## src/rtl/cpuPkg.sv

```systemverilog
`default_nettype none

package cpuPkg;

    // datapath and instruction word
    localparam int dataW    = 16;
    // program rom depth is 2**addrW words
    localparam int addrW    = 10;
    localparam int regCount = 16;
    // opcode, register index and port number fields
    localparam int fieldW   = 4;
    // physical gpio input pins
    localparam int pinW     = 8;

    // opcodes in instr[15:12]
    localparam logic [fieldW-1:0] opNop = 4'h0;
    localparam logic [fieldW-1:0] opLdi = 4'h1;
    localparam logic [fieldW-1:0] opAdd = 4'h2;
    localparam logic [fieldW-1:0] opSub = 4'h3;
    localparam logic [fieldW-1:0] opAnd = 4'h4;
    localparam logic [fieldW-1:0] opBz  = 4'h5;
    localparam logic [fieldW-1:0] opBnz = 4'h6;
    localparam logic [fieldW-1:0] opIn  = 4'h7;
    localparam logic [fieldW-1:0] opOut = 4'h8;

    // output ports
    localparam logic [fieldW-1:0] portData   = 4'h0;
    localparam logic [fieldW-1:0] portStatus = 4'h1;
    // input ports
    localparam logic [fieldW-1:0] portPins   = 4'h0;

    // fetch to decode, 27 bits
    typedef struct packed {
        logic             valid;
        logic [addrW-1:0] pc;
        logic [dataW-1:0] instr;
    } fetchT;

    // decode to execute, 63 bits
    typedef struct packed {
        logic              valid;
        logic [fieldW-1:0] op;
        logic [fieldW-1:0] rd;
        logic [fieldW-1:0] port;
        logic [dataW-1:0]  opA;
        logic [dataW-1:0]  opB;
        logic [7:0]        imm8;
        logic [addrW-1:0]  pc;
    } decodeT;

    // register write, also the bypass source
    typedef struct packed {
        logic              en;
        logic [fieldW-1:0] addr;
        logic [dataW-1:0]  data;
    } wbT;

    typedef struct packed {
        logic             taken;
        logic [addrW-1:0] target;
    } redirectT;

    typedef struct packed {
        logic              we;
        logic [fieldW-1:0] port;
        logic [dataW-1:0]  data;
    } ioWrT;

endpackage

`default_nettype wire

```

## src/rtl/decodeStage.sv

```systemverilog
`timescale 1ns/1ps
`default_nettype none

module decodeStage (
    input  logic             clk,
    input  logic             arstN,
    input  cpuPkg::fetchT    fetchIn,
    input  cpuPkg::wbT       wb,
    input  cpuPkg::redirectT redirect,
    output cpuPkg::decodeT   decodeOut
);
    import cpuPkg::*;

    logic [dataW-1:0]  regFile [regCount];
    logic [fieldW-1:0] op;
    logic [fieldW-1:0] rd;
    logic [fieldW-1:0] ra;
    logic [fieldW-1:0] rb;
    logic [fieldW-1:0] srcA;
    decodeT            decodeNext;
    decodeT            payloadQ;
    logic              validQ;

    // r0 reads zero, then bypass, then array
    function automatic logic [dataW-1:0] readReg(input logic [fieldW-1:0] idx);
        logic [dataW-1:0] value;
        if (idx == '0) begin
            value = '0;
        end else if (wb.en && wb.addr == idx) begin
            // execute result not yet in the array
            value = wb.data;
        end else begin
            value = regFile[idx];
        end
        return value;
    endfunction

    // instruction fields
    assign op = fetchIn.instr[15:12];
    assign rd = fetchIn.instr[11:8];
    assign ra = fetchIn.instr[7:4];
    assign rb = fetchIn.instr[3:0];

    // branches and OUT name their source in the rd slot
    assign srcA = (op == opBz || op == opBnz || op == opOut) ? rd : ra;

    always_comb begin
        decodeNext.valid = fetchIn.valid && !redirect.taken;
        decodeNext.op    = op;
        decodeNext.rd    = rd;
        decodeNext.port  = rb;
        decodeNext.opA   = readReg(srcA);
        decodeNext.opB   = readReg(rb);
        decodeNext.imm8  = fetchIn.instr[7:0];
        decodeNext.pc    = fetchIn.pc;
    end

    // register file, write lands at the end of execute
    always_ff @(posedge clk or negedge arstN) begin
        if (!arstN) begin
            for (int i = 0; i < regCount; i++) begin
                regFile[i] <= '0;
            end
        end else if (wb.en && wb.addr != '0) begin
            regFile[wb.addr] <= wb.data;
        end
    end

    // pipeline register, valid squashed by a redirect
    always_ff @(posedge clk or negedge arstN) begin
        if (!arstN) begin
            validQ <= 1'b0;
        end else begin
            validQ <= decodeNext.valid;
        end
    end

    always_ff @(posedge clk) begin
        payloadQ <= decodeNext;
    end

    always_comb begin
        decodeOut       = payloadQ;
        decodeOut.valid = validQ;
    end

endmodule

`default_nettype wire

```

## src/rtl/executeStage.sv

```systemverilog
`timescale 1ns/1ps
`default_nettype none

module executeStage (
    input  cpuPkg::decodeT           decodeIn,
    input  logic [cpuPkg::dataW-1:0] pinData,
    output cpuPkg::wbT               wb,
    output cpuPkg::redirectT         redirect,
    output cpuPkg::ioWrT             ioWr
);
    import cpuPkg::*;

    logic [addrW-1:0] branchOffset;
    logic [dataW-1:0] result;
    logic             writesReg;

    // signed 8 bit offset, relative to the branch itself
    assign branchOffset = {{(addrW-8){decodeIn.imm8[7]}}, decodeIn.imm8};

    // alu and input mux
    always_comb begin
        result    = '0;
        writesReg = 1'b0;
        case (decodeIn.op)
            opLdi: begin
                result    = {{(dataW-8){1'b0}}, decodeIn.imm8};
                writesReg = 1'b1;
            end
            opAdd: begin
                result    = decodeIn.opA + decodeIn.opB;
                writesReg = 1'b1;
            end
            opSub: begin
                result    = decodeIn.opA - decodeIn.opB;
                writesReg = 1'b1;
            end
            opAnd: begin
                result    = decodeIn.opA & decodeIn.opB;
                writesReg = 1'b1;
            end
            opIn: begin
                // only the pin port exists on the input side
                result    = (decodeIn.port == portPins) ? pinData : '0;
                writesReg = 1'b1;
            end
            default: begin
                result    = '0;
                writesReg = 1'b0;
            end
        endcase
    end

    // writes to r0 are dropped here so the bypass never sees them
    assign wb.en   = decodeIn.valid && writesReg && (decodeIn.rd != '0);
    assign wb.addr = decodeIn.rd;
    assign wb.data = result;

    // branch resolution on the rd operand
    assign redirect.taken = decodeIn.valid &&
        ((decodeIn.op == opBz && decodeIn.opA == '0) ||
         (decodeIn.op == opBnz && decodeIn.opA != '0));
    assign redirect.target = decodeIn.pc + branchOffset;

    // OUT goes straight to the gpio block
    assign ioWr.we   = decodeIn.valid && (decodeIn.op == opOut);
    assign ioWr.port = decodeIn.port;
    assign ioWr.data = decodeIn.opA;

endmodule

`default_nettype wire

```

## src/rtl/fetchStage.sv

```systemverilog
`timescale 1ns/1ps
`default_nettype none

module fetchStage (
    input  logic                     clk,
    input  logic                     arstN,
    input  cpuPkg::redirectT         redirect,
    input  logic [cpuPkg::dataW-1:0] instr,
    output logic [cpuPkg::addrW-1:0] pc,
    output cpuPkg::fetchT            fetchOut
);
    import cpuPkg::*;

    logic [addrW-1:0] pcNext;
    logic             fetchValid;
    logic [addrW-1:0] fetchPc;
    logic [dataW-1:0] fetchInstr;

    // taken branch overrides the sequential pc
    always_comb begin
        if (redirect.taken) begin
            pcNext = redirect.target;
        end else begin
            pcNext = pc + 1'b1;
        end
    end

    always_ff @(posedge clk or negedge arstN) begin
        if (!arstN) begin
            pc         <= '0;
            fetchValid <= 1'b0;
        end else begin
            pc         <= pcNext;
            // word fetched under a taken branch is wrong path
            fetchValid <= !redirect.taken;
        end
    end

    // rom word tagged with its own address
    always_ff @(posedge clk) begin
        fetchPc    <= pc;
        fetchInstr <= instr;
    end

    assign fetchOut = '{valid: fetchValid, pc: fetchPc, instr: fetchInstr};

endmodule

`default_nettype wire

```

## src/rtl/gpioPort.sv

```systemverilog
`timescale 1ns/1ps
`default_nettype none

module gpioPort (
    input  logic                     clk,
    input  logic                     arstN,
    input  cpuPkg::ioWrT             ioWr,
    input  logic [cpuPkg::pinW-1:0]  pins,
    output logic [cpuPkg::dataW-1:0] pinData,
    output logic [cpuPkg::dataW-1:0] dataOut,
    output logic [cpuPkg::dataW-1:0] statusOut,
    output logic                     dataStrobe
);
    import cpuPkg::*;

    logic [pinW-1:0] pinMeta;
    logic [pinW-1:0] pinSync;
    logic            dataWrite;
    logic            statusWrite;

    // two flop synchronizer on the async pins
    always_ff @(posedge clk or negedge arstN) begin
        if (!arstN) begin
            pinMeta <= '0;
            pinSync <= '0;
        end else begin
            pinMeta <= pins;
            pinSync <= pinMeta;
        end
    end

    assign pinData = {{(dataW-pinW){1'b0}}, pinSync};

    // port decode
    assign dataWrite   = ioWr.we && (ioWr.port == portData);
    assign statusWrite = ioWr.we && (ioWr.port == portStatus);

    always_ff @(posedge clk or negedge arstN) begin
        if (!arstN) begin
            dataOut    <= '0;
            statusOut  <= '0;
            dataStrobe <= 1'b0;
        end else begin
            // strobe marks the cycle dataOut changes
            dataStrobe <= dataWrite;
            if (dataWrite) begin
                dataOut <= ioWr.data;
            end
            if (statusWrite) begin
                statusOut <= ioWr.data;
            end
        end
    end

endmodule

`default_nettype wire

```

## src/rtl/instructionRom.sv

```systemverilog
`timescale 1ns/1ps
`default_nettype none

module instructionRom (
    input  logic [cpuPkg::addrW-1:0] addr,
    output logic [cpuPkg::dataW-1:0] instr
);
    import cpuPkg::*;

    // r3 pins, r4 start mask, r5 count mask, r8 fib value
    // r9 iteration counter, r10 previous value, r11 next value
    // r12 constant one, r13 start flag
    always_comb begin
        case (addr)
            // constants
            10'h000 : instr = {opLdi, 4'd4, 8'h80};
            10'h001 : instr = {opLdi, 4'd5, 8'h7f};
            10'h002 : instr = {opLdi, 4'd12, 8'h01};
            // spin until start pin goes high
            10'h003 : instr = {opIn, 4'd3, 4'd0, portPins};
            10'h004 : instr = {opAnd, 4'd13, 4'd3, 4'd4};
            10'h005 : instr = {opBz, 4'd13, 8'hfe};
            // N from pins, F1 = 1 and F0 = 0
            10'h006 : instr = {opAnd, 4'd9, 4'd3, 4'd5};
            10'h007 : instr = {opLdi, 4'd8, 8'h01};
            10'h008 : instr = {opLdi, 4'd10, 8'h00};
            // N == 0 skips straight to done
            10'h009 : instr = {opBz, 4'd9, 8'h07};
            // fib loop
            10'h00a : instr = {opOut, 4'd8, 4'd0, portData};
            10'h00b : instr = {opAdd, 4'd11, 4'd8, 4'd10};
            10'h00c : instr = {opAdd, 4'd10, 4'd8, 4'd0};
            10'h00d : instr = {opAdd, 4'd8, 4'd11, 4'd0};
            10'h00e : instr = {opSub, 4'd9, 4'd9, 4'd12};
            10'h00f : instr = {opBnz, 4'd9, 8'hfb};
            // done, raise status
            10'h010 : instr = {opOut, 4'd12, 4'd0, portStatus};
            // spin until start drops
            10'h011 : instr = {opIn, 4'd3, 4'd0, portPins};
            10'h012 : instr = {opAnd, 4'd13, 4'd3, 4'd4};
            10'h013 : instr = {opBnz, 4'd13, 8'hfe};
            // clear status, back to the start wait
            10'h014 : instr = {opOut, 4'd0, 4'd0, portStatus};
            10'h015 : instr = {opBz, 4'd0, 8'hee};
            default : instr = {opNop, 12'h000};
        endcase
    end

endmodule

`default_nettype wire

```

## src/rtl/microCore.sv

```systemverilog
`timescale 1ns/1ps
`default_nettype none

module microCore (
    input  logic                     clk,
    input  logic                     arstN,
    input  logic [cpuPkg::pinW-1:0]  pins,
    output logic [cpuPkg::dataW-1:0] dataOut,
    output logic [cpuPkg::dataW-1:0] statusOut,
    output logic                     dataStrobe
);
    import cpuPkg::*;

    logic [addrW-1:0] pc;
    logic [dataW-1:0] instr;
    logic [dataW-1:0] pinData;
    fetchT            fetchBus;
    decodeT           decodeBus;
    wbT               wbBus;
    redirectT         redirectBus;
    ioWrT             ioWrBus;

    // program store, read by the fetch pc
    instructionRom uRom (.addr(pc), .instr(instr));

    fetchStage uFetch (
        .clk(clk), .arstN(arstN), .redirect(redirectBus),
        .instr(instr), .pc(pc), .fetchOut(fetchBus)
    );

    // writeback feeds both the register file and the bypass
    decodeStage uDecode (
        .clk(clk), .arstN(arstN), .fetchIn(fetchBus),
        .wb(wbBus), .redirect(redirectBus), .decodeOut(decodeBus)
    );

    executeStage uExecute (
        .decodeIn(decodeBus), .pinData(pinData), .wb(wbBus),
        .redirect(redirectBus), .ioWr(ioWrBus)
    );

    gpioPort uGpio (
        .clk(clk), .arstN(arstN), .ioWr(ioWrBus), .pins(pins),
        .pinData(pinData), .dataOut(dataOut), .statusOut(statusOut),
        .dataStrobe(dataStrobe)
    );

endmodule

`default_nettype wire

```

## config.mk

```make
export PLATFORM = sky130hd
export DESIGN_NAME = microCore
export DESIGN_NICKNAME = d
export VERILOG_FILES = /design/src/rtl/cpuPkg.sv /design/src/rtl/decodeStage.sv /design/src/rtl/executeStage.sv /design/src/rtl/fetchStage.sv /design/src/rtl/gpioPort.sv /design/src/rtl/instructionRom.sv /design/src/rtl/microCore.sv
export SDC_FILE = /design/constraint.sdc
export NUM_CORES = 1
export LEC_CHECK = 0
export BUFFER_PORTS_ARGS = -buffer_cell sky130_fd_sc_hd__buf_2
export CORE_UTILIZATION = 45
export DETAILED_ROUTE_END_ITERATION = 10
export MAX_ROUTING_LAYER = met4
export PLACE_DENSITY = 0.66
export SETUP_SLACK_MARGIN = 0.3
export SKIP_LAST_GASP = 1
export SYNTH_ARGS = -nofsm -noshare
export SYNTH_HDL_FRONTEND = slang
export SYNTH_SLANG_ARGS = --single-unit
```

## constraint.sdc

```tcl
create_clock -name clk -period 10.79 [get_ports clk]
set_input_delay 0.5395 -clock clk [delete_from_list [all_inputs] [get_ports clk]]
set_output_delay 0.5395 -clock clk [all_outputs]
set_load 0.02 [all_outputs]
```

# Yosys cells after proc, flatten, opt, wreduce, memory -nomap -nowiden

Memories as Yosys holds them, arrays and structs flattened. A register that Yosys moved wholly into a read port is not among the register bits.
Cells that the tools add are included.
W data, S select, Z words.

Bits of input ports: 10
Word-level logic and storage cells: 101
Memories kept: 1
Output and inout port bits: 33
Bits in registers: 389
ROM bits: 512

Reductions and logical operators: 26
Equality and inequality tests: 14
Bitwise operators: 4
Muxes and demuxes: 16
$add $sub $neg: 4
Order comparisons: 4

Memories:

| name             | words | bits a word | read ports | clocked after Yosys merged registers in | wr ports | RTL line             | text |
|---|---|---|---|---|---|---|---|
| (name not given) | 32    | 16          | 1          | 1                                       | 0        | instructionRom.sv:14 | `case (addr)` |

Operators by type and width:

| operator                | number |
|---|---|
| $bwmux W256             | 1 |
| $bmux W16 S4            | 2 |
| $mux W16                | 7 |
| $pmux W16 S5            | 1 |
| $demux W16 S4           | 1 |
| $eq A4 B3 Y1 const B    | 6 |
| $add A16 B16 Y16        | 1 |
| $and A16 B16 Y16        | 1 |
| $logic_not A16 Y1       | 1 |
| $reduce_bool A16 Y1     | 1 |
| $sub A16 B16 Y16        | 1 |
| $ge A5 B5 Y1 const B    | 3 |
| $not A4 Y5              | 3 |
| $logic_and A1 B1 Y1     | 13 |
| $logic_not A4 Y1        | 3 |
| $add A10 B1 Y10 const B | 1 |
| $add A10 B10 Y10        | 1 |
| $mux W10                | 1 |
| $eq A4 B1 Y1 const B    | 2 |
| $eq A4 B2 Y1 const B    | 2 |
| $eq A4 B4 Y1            | 2 |
| $eq A4 B4 Y1 const B    | 2 |
| $mux W8                 | 1 |
| $logic_not A5 Y1        | 1 |
| 7 further kinds         | 10 |

# Longest topological paths before layout

Word-level depth: 9
Mapped depth: 16
Mapped depth without buffers: 15

# Modules after synthesis

Synthesis repeated with hierarchy kept, for this count alone.

Cell total of the unflattened synthesis: 1881
Area total of the unflattened synthesis: 21433.1 um2

Modules (own cells, without submodules):

| module         | cells an instance | times used | seq. area each (um2) | area each (um2) |
|---|---|---|---|---|
| decodeStage    | 1310              | 1          | 7592.3               | 15861.5 |
| executeStage   | 281               | 1          | 0.0                  | 2016.9 |
| gpioPort       | 96                | 1          | 1226.2               | 1770.4 |
| fetchStage     | 83                | 1          | 795.8                | 1079.8 |
| instructionRom | 111               | 1          | 0.0                  | 704.4 |

# Worst setup path before layout

No wires, ideal clock.

Path type: reg2reg
From: reg uDecode.payloadQ (netlist bit uDecode.decodeOut[59])
To: reg uDecode.regFile[103] in the netlist's numbering
Data arrival time: 3.580 ns
Setup slack: 7.073 ns
Stages on the path, launching flop included: 15
Clock period less this slack: 3.717 ns
Required time: 10.653 ns
Buffers on the path: 2
Setup time: 0.137 ns
Path through: dfxtp_1 > clkbuf_1 > nand2_1 > nor3_1 > nor2_1 > xnor2_1 > ha_1 > o21a_1 > o31a_1 > or4_1 > a21oi_1 > xnor2_1 > a221oi_2 > clkbuf_1 > a21oi_1

Word-level cells in the longest chain between the ends: 6
Elaborated cells on any way between the ends: 12
Those cells by class: eq/ne: 5; mux: 3; reduce/logical: 4

Ends and longest elaborated chain:

| what                                       | RTL line           | text |
|---|---|---|
| from (decl)                                | decodeStage.sv:21  | `decodeT payloadQ;` |
| from (signal assigned)                     | decodeStage.sv:79  | `payloadQ <= decodeNext;` |
| $eq A4 B1 Y1, or another cell as far along | executeStage.sv:24 | `case (decodeIn.op)` |
| $reduce_or A5 Y1 (no source line)          | n/a                |  |
| $mux W1                                    | executeStage.sv:24 |  |
| $logic_and A1 B1 Y1 (2 in series)          | executeStage.sv:54 | `assign wb.en = decodeIn.valid && writesReg && (decodeIn.rd != '0);` |
| $logic_and A1 B1 Y1                        | decodeStage.sv:64  | `end else if (wb.en && wb.addr != '0) begin` |
| to (signal, indexed assignment)            | decodeStage.sv:65  | `regFile[wb.addr] <= wb.data;` |
| to (decl)                                  | decodeStage.sv:14  | `logic [dataW-1:0] regFile [regCount];` |

Several ways; a longest one is shown, not always the timed one.
A chain may end at the register's enable or synchronous reset.

# Final worst setup path

From: reg uDecode.payloadQ (netlist bit uDecode.decodeOut[59])
To: reg uDecode.payloadQ (netlist bit uDecode.decodeOut[41])

Word-level cells in the longest chain between the ends: 7
Elaborated cells on any way between the ends: 12
Those cells by class: eq/ne: 5; mux: 3; reduce/logical: 4

Ends and longest elaborated chain:

| what                                       | RTL line           | text |
|---|---|---|
| $eq A4 B1 Y1, or another cell as far along | executeStage.sv:24 |  |
| $reduce_or A5 Y1 (no source line)          | n/a                |  |
| $mux W1                                    | executeStage.sv:24 |  |
| $logic_and A1 B1 Y1 (2 in series)          | executeStage.sv:54 |  |
| $logic_and A1 B1 Y1                        | decodeStage.sv:29  | `end else if (wb.en && wb.addr == idx) begin` |
| $mux W16 *                                 | decodeStage.sv:29  |  |

Every way passes the cells marked *; elsewhere a longest branch is shown, timed or not.

==> reports/metrics.yaml <==
sta:
  layout_setup_ws_ns: 6.050
  slew_viol_final: 0
  rsz0062_at_grt: "no"
  finClkSkew_ns: 0.02607
  fin_crit_ns: 4.740
  max_slew_margin_pct: 13.14
  fmax_ghz: 0.2110
  finalHoldViolations: 0
  fin_tns_setup_ns: 0
  tightest_slew_ns: 1.294
  setup_viol: 0
  finalCritPeriodShare_pct: 43.93
synth:
  syn_inst: 1937
  synth_seq_area_share_pct: 47.90
  synth_nets: 1982
  syn-cell-area_um2: 20070
  async_reset_ff_share_pct: 79.05
  yosysWarnings: 0
  synth_flop_cell: "dfrtp_1"
  synth_cell_types: 79
  synth_enable_flop_cells: 0
  avgSynthCellArea_um2: 10.36
  ys_ff_latch: 401
route:
  routedWlPerCell_um: 22.98
  remaining_drc_errors: 0
  num_vias: 15380
  dr.first_iter.drc_count: 1583
  wirelength_mm: 58.40
  via_per_inst: 6.050
  drtPass1Iterations: 5
  drtAntennaViolNets: 0
floorplanning:
  rows: 77
  core_um2: 44120
  dieHeight_um: 213.2
  die_w_um: 213.2
  die_area_um2: 45450
  start_util_pct: 45.49
  io-pin-count: 43
place:
  port_buffers: 42
  dp_worst_setup_slack_ns: 6.115
  gp_congestion: 0.9693
  dp_hpwl_mm: 36.57
critical_path:
  slowest_stage: "a221oi_2"
  cp_max_fo: 17
  r2r_setup_slack_ns: 6.05
  r2r_cells: 13
  required_ns: 11.23
  cp_num_buf_inv: 0
  crit_type: "reg2reg"
  crit_end: "uDecode.decodeOut[41]$_SDFF_PN0_"
  startpoint: "uDecode.decodeOut[59]$_DFF_P_"
  crit_chain: "nand2_1, nor3_1, nor2_1, xnor2_1, ha_1, o21a_1, o31a_1, or4_1, a21oi_1, xnor2_1, a221oi_2, nor2_1, a41o_1"
  crit_cells: 13
  r2r-end: "uDecode.decodeOut[41]$_SDFF_PN0_"
  startpoint_type: "flop"
  critPathMaxStageDelay_ns: 0.97
  worstPathArrival_ns: 5.19
  cp_top_family: "compound AO/OA/AOI/OAI gates"
  critPathCaptureType: "flop"
  r2r-start: "uDecode.decodeOut[59]$_DFF_P_"
clock_network:
  clockBufferDepth: 3
  cts_hold_buf: 0
  clock_sinks: 401
  tritoncts: "yes"
  cts_buffers: 43
  clockRootBuffer: "clkbuf_16"
  cts_resized: 0
  cts_setup_buffers: 0
  h-tree-depth: 2
  path_clk_slew_ns: 0.06
  clock_latency_ns: 0.57
flow_run:
  max_cap_violations: 0
global_routing:
  track_usage_pct: 27.04
  gr-total-overflow: 0
  grt_max_degree: 97
  antenna_found_initial: 0
  grt_pass1_wl_mm: 89.15
  grt_pass1_vias: 15080
power_and_ir_drop:
  p_leak_nw: 9.382
  power-per-cell-area_nw_per_um2: 267.3
  ir_drop_mv: 0.1346
final_layout:
  nets: 1962
  layout_commonest_cell: "dfrtp_1"
  drive_gt1_share_pct: 18.82
  fillerInstances: 3976
  diodes: 0
  final_cell_mix: "dfrtp_1 (317), nor2_1 (275), a21oi_1 (265)"
  postLayoutCoreUtil_pct: 50.59
  syn_to_final_growth_pct: 11.21
outcome:
  status: "complete, no violations"
min_path:
  min_path_type: "in2async"
==> where the power goes <==
| part | internal (mW) | switching (mW) |
|---|---|---|
| combinational | 0.997 | 1.30 |
| clock | 0.901 | 0.604 |
| sequential | 1.80 | 0.362 |
| total | 3.70 | 2.27 |
==> layer usage <==
metal | vias up | GRT usage, % | wire, µm
li1 | 6932 | - | -
met1 | 7633 | 34.74 | 24140
met2 | 668 | 42.65 | 27530
met3 | 145 | 4.648 | 4714
met4 | 0 | 10.74 | 2021
met5 | - | - | 0
==> state kept, by name, summed over array words and instances (netlist names) <==
register and flops:
uDecode.regFile 256, uDecode.decodeOut 58, uFetch.fetchInstr 16, uGpio.dataOut 16, uGpio.statusOut 16, uFetch.fetchPc 10
uFetch.pc 10, uGpio.pinMeta 8, uGpio.pinSync 8, uDecode.validQ 1, uFetch.fetchValid 1, uGpio.dataStrobe 1
==> cells in the mapped netlist (all sizes together), types with 3 or more instances <==
cell type / instances / area share [%]
nor3b: 4 / 0.15
or4: 3 / 0.13
nor3: 27 / 0.67
a21o: 9 / 0.34
mux2i: 13 / 0.71
a22oi: 5 / 0.21
o21a: 8 / 0.30
ha: 33 / 2.1
a211oi: 8 / 0.30
a22o: 14 / 0.61
o31a: 3 / 0.13
nand2: 148 / 2.8
xor2: 14 / 0.61
a41o: 8 / 0.40
a221oi: 15 / 0.72
nor2b: 9 / 0.28
a31oi: 8 / 0.25
and3: 9 / 0.28
inv: 28 / 0.52
xnor2: 30 / 1.3
nor2: 287 / 5.4
a32oi: 5 / 0.22
o21ai: 92 / 2.3
o211ai: 3 / 0.11
dfrtp: 317 / 40
a21oi: 275 / 7.0
o32a: 3 / 0.15
mux4: 110 / 12
buf: 29 / 0.77
nand3: 16 / 0.40
nand2b: 32 / 1.0
a32o: 6 / 0.30
o22ai: 20 / 0.62
o41ai: 4 / 0.29
clkbuf: 124 / 2.3
or3: 25 / 0.78
mux2: 53 / 3.0
nand3b: 3 / 0.11
o21bai: 3 / 0.11
nand4: 5 / 0.16
o2111ai: 3 / 0.13
nor4: 13 / 0.50
dfxtp: 84 / 8.4
o22a: 3 / 0.13
==> through the flow <==
stage                     cell area (µm²)  cells  hold WS [ns]  total power [mW]
after global routing                22320   2542       0.06763             6.288
after detailed placement            20890   2464        0.3121             4.442
final                               22320   2542      0.003556             5.967
after floorplan                     20070   1937        0.2439             3.759
after global placement              20890   2464        0.3101             4.398
after CTS                           22320   2542       0.03204             5.959
==> cells by family after synthesis <==
| family | count (synthesis) | synth area share [%] |
|---|---|---|
| buf+inv | 182 | 3.634 |
| compound gates | 507 | 15.20 |
| simple gates | 592 | 13.06 |
| fa+ha+maj | 35 | 2.256 |
| xor+xnor | 44 | 1.920 |
| mux | 176 | 16.03 |
| flops | 401 | 47.90 |
==> final cells by class <==
cell class | count | area [µm²] | area share [%]
clock inverter | 16 | 186.4 | 0.8351
clock buffer | 62 | 1250 | 5.599
inverter | 29 | 108.9 | 0.4876
timing repair buffer | 88 | 565.5 | 2.533
sequential | 401 | 9623 | 43.11
multi-input combinational | 1354 | 9849 | 44.12
tap | 592 | 740.7 | 3.318
==> worst min path at each step <==
stage | from | to | depth (start not counted)
after global routing | arstN | uDecode.regFile[194]$_DFFE_PN0P_ | 1
after CTS | arstN | uDecode.regFile[194]$_DFFE_PN0P_ | 1
after detailed placement | uFetch.fetchPc[6]$_DFF_P_ | uDecode.decodeOut[6]$_DFF_P_ | 0
after global placement | uFetch.fetchPc[0]$_DFF_P_ | uDecode.decodeOut[0]$_DFF_P_ | 0
final | arstN | uDecode.regFile[184]$_DFFE_PN0P_ | 1
after floorplan | arstN | uDecode.regFile[0]$_DFFE_PN0P_ | 0
Power figures use the tool's default switching activity.
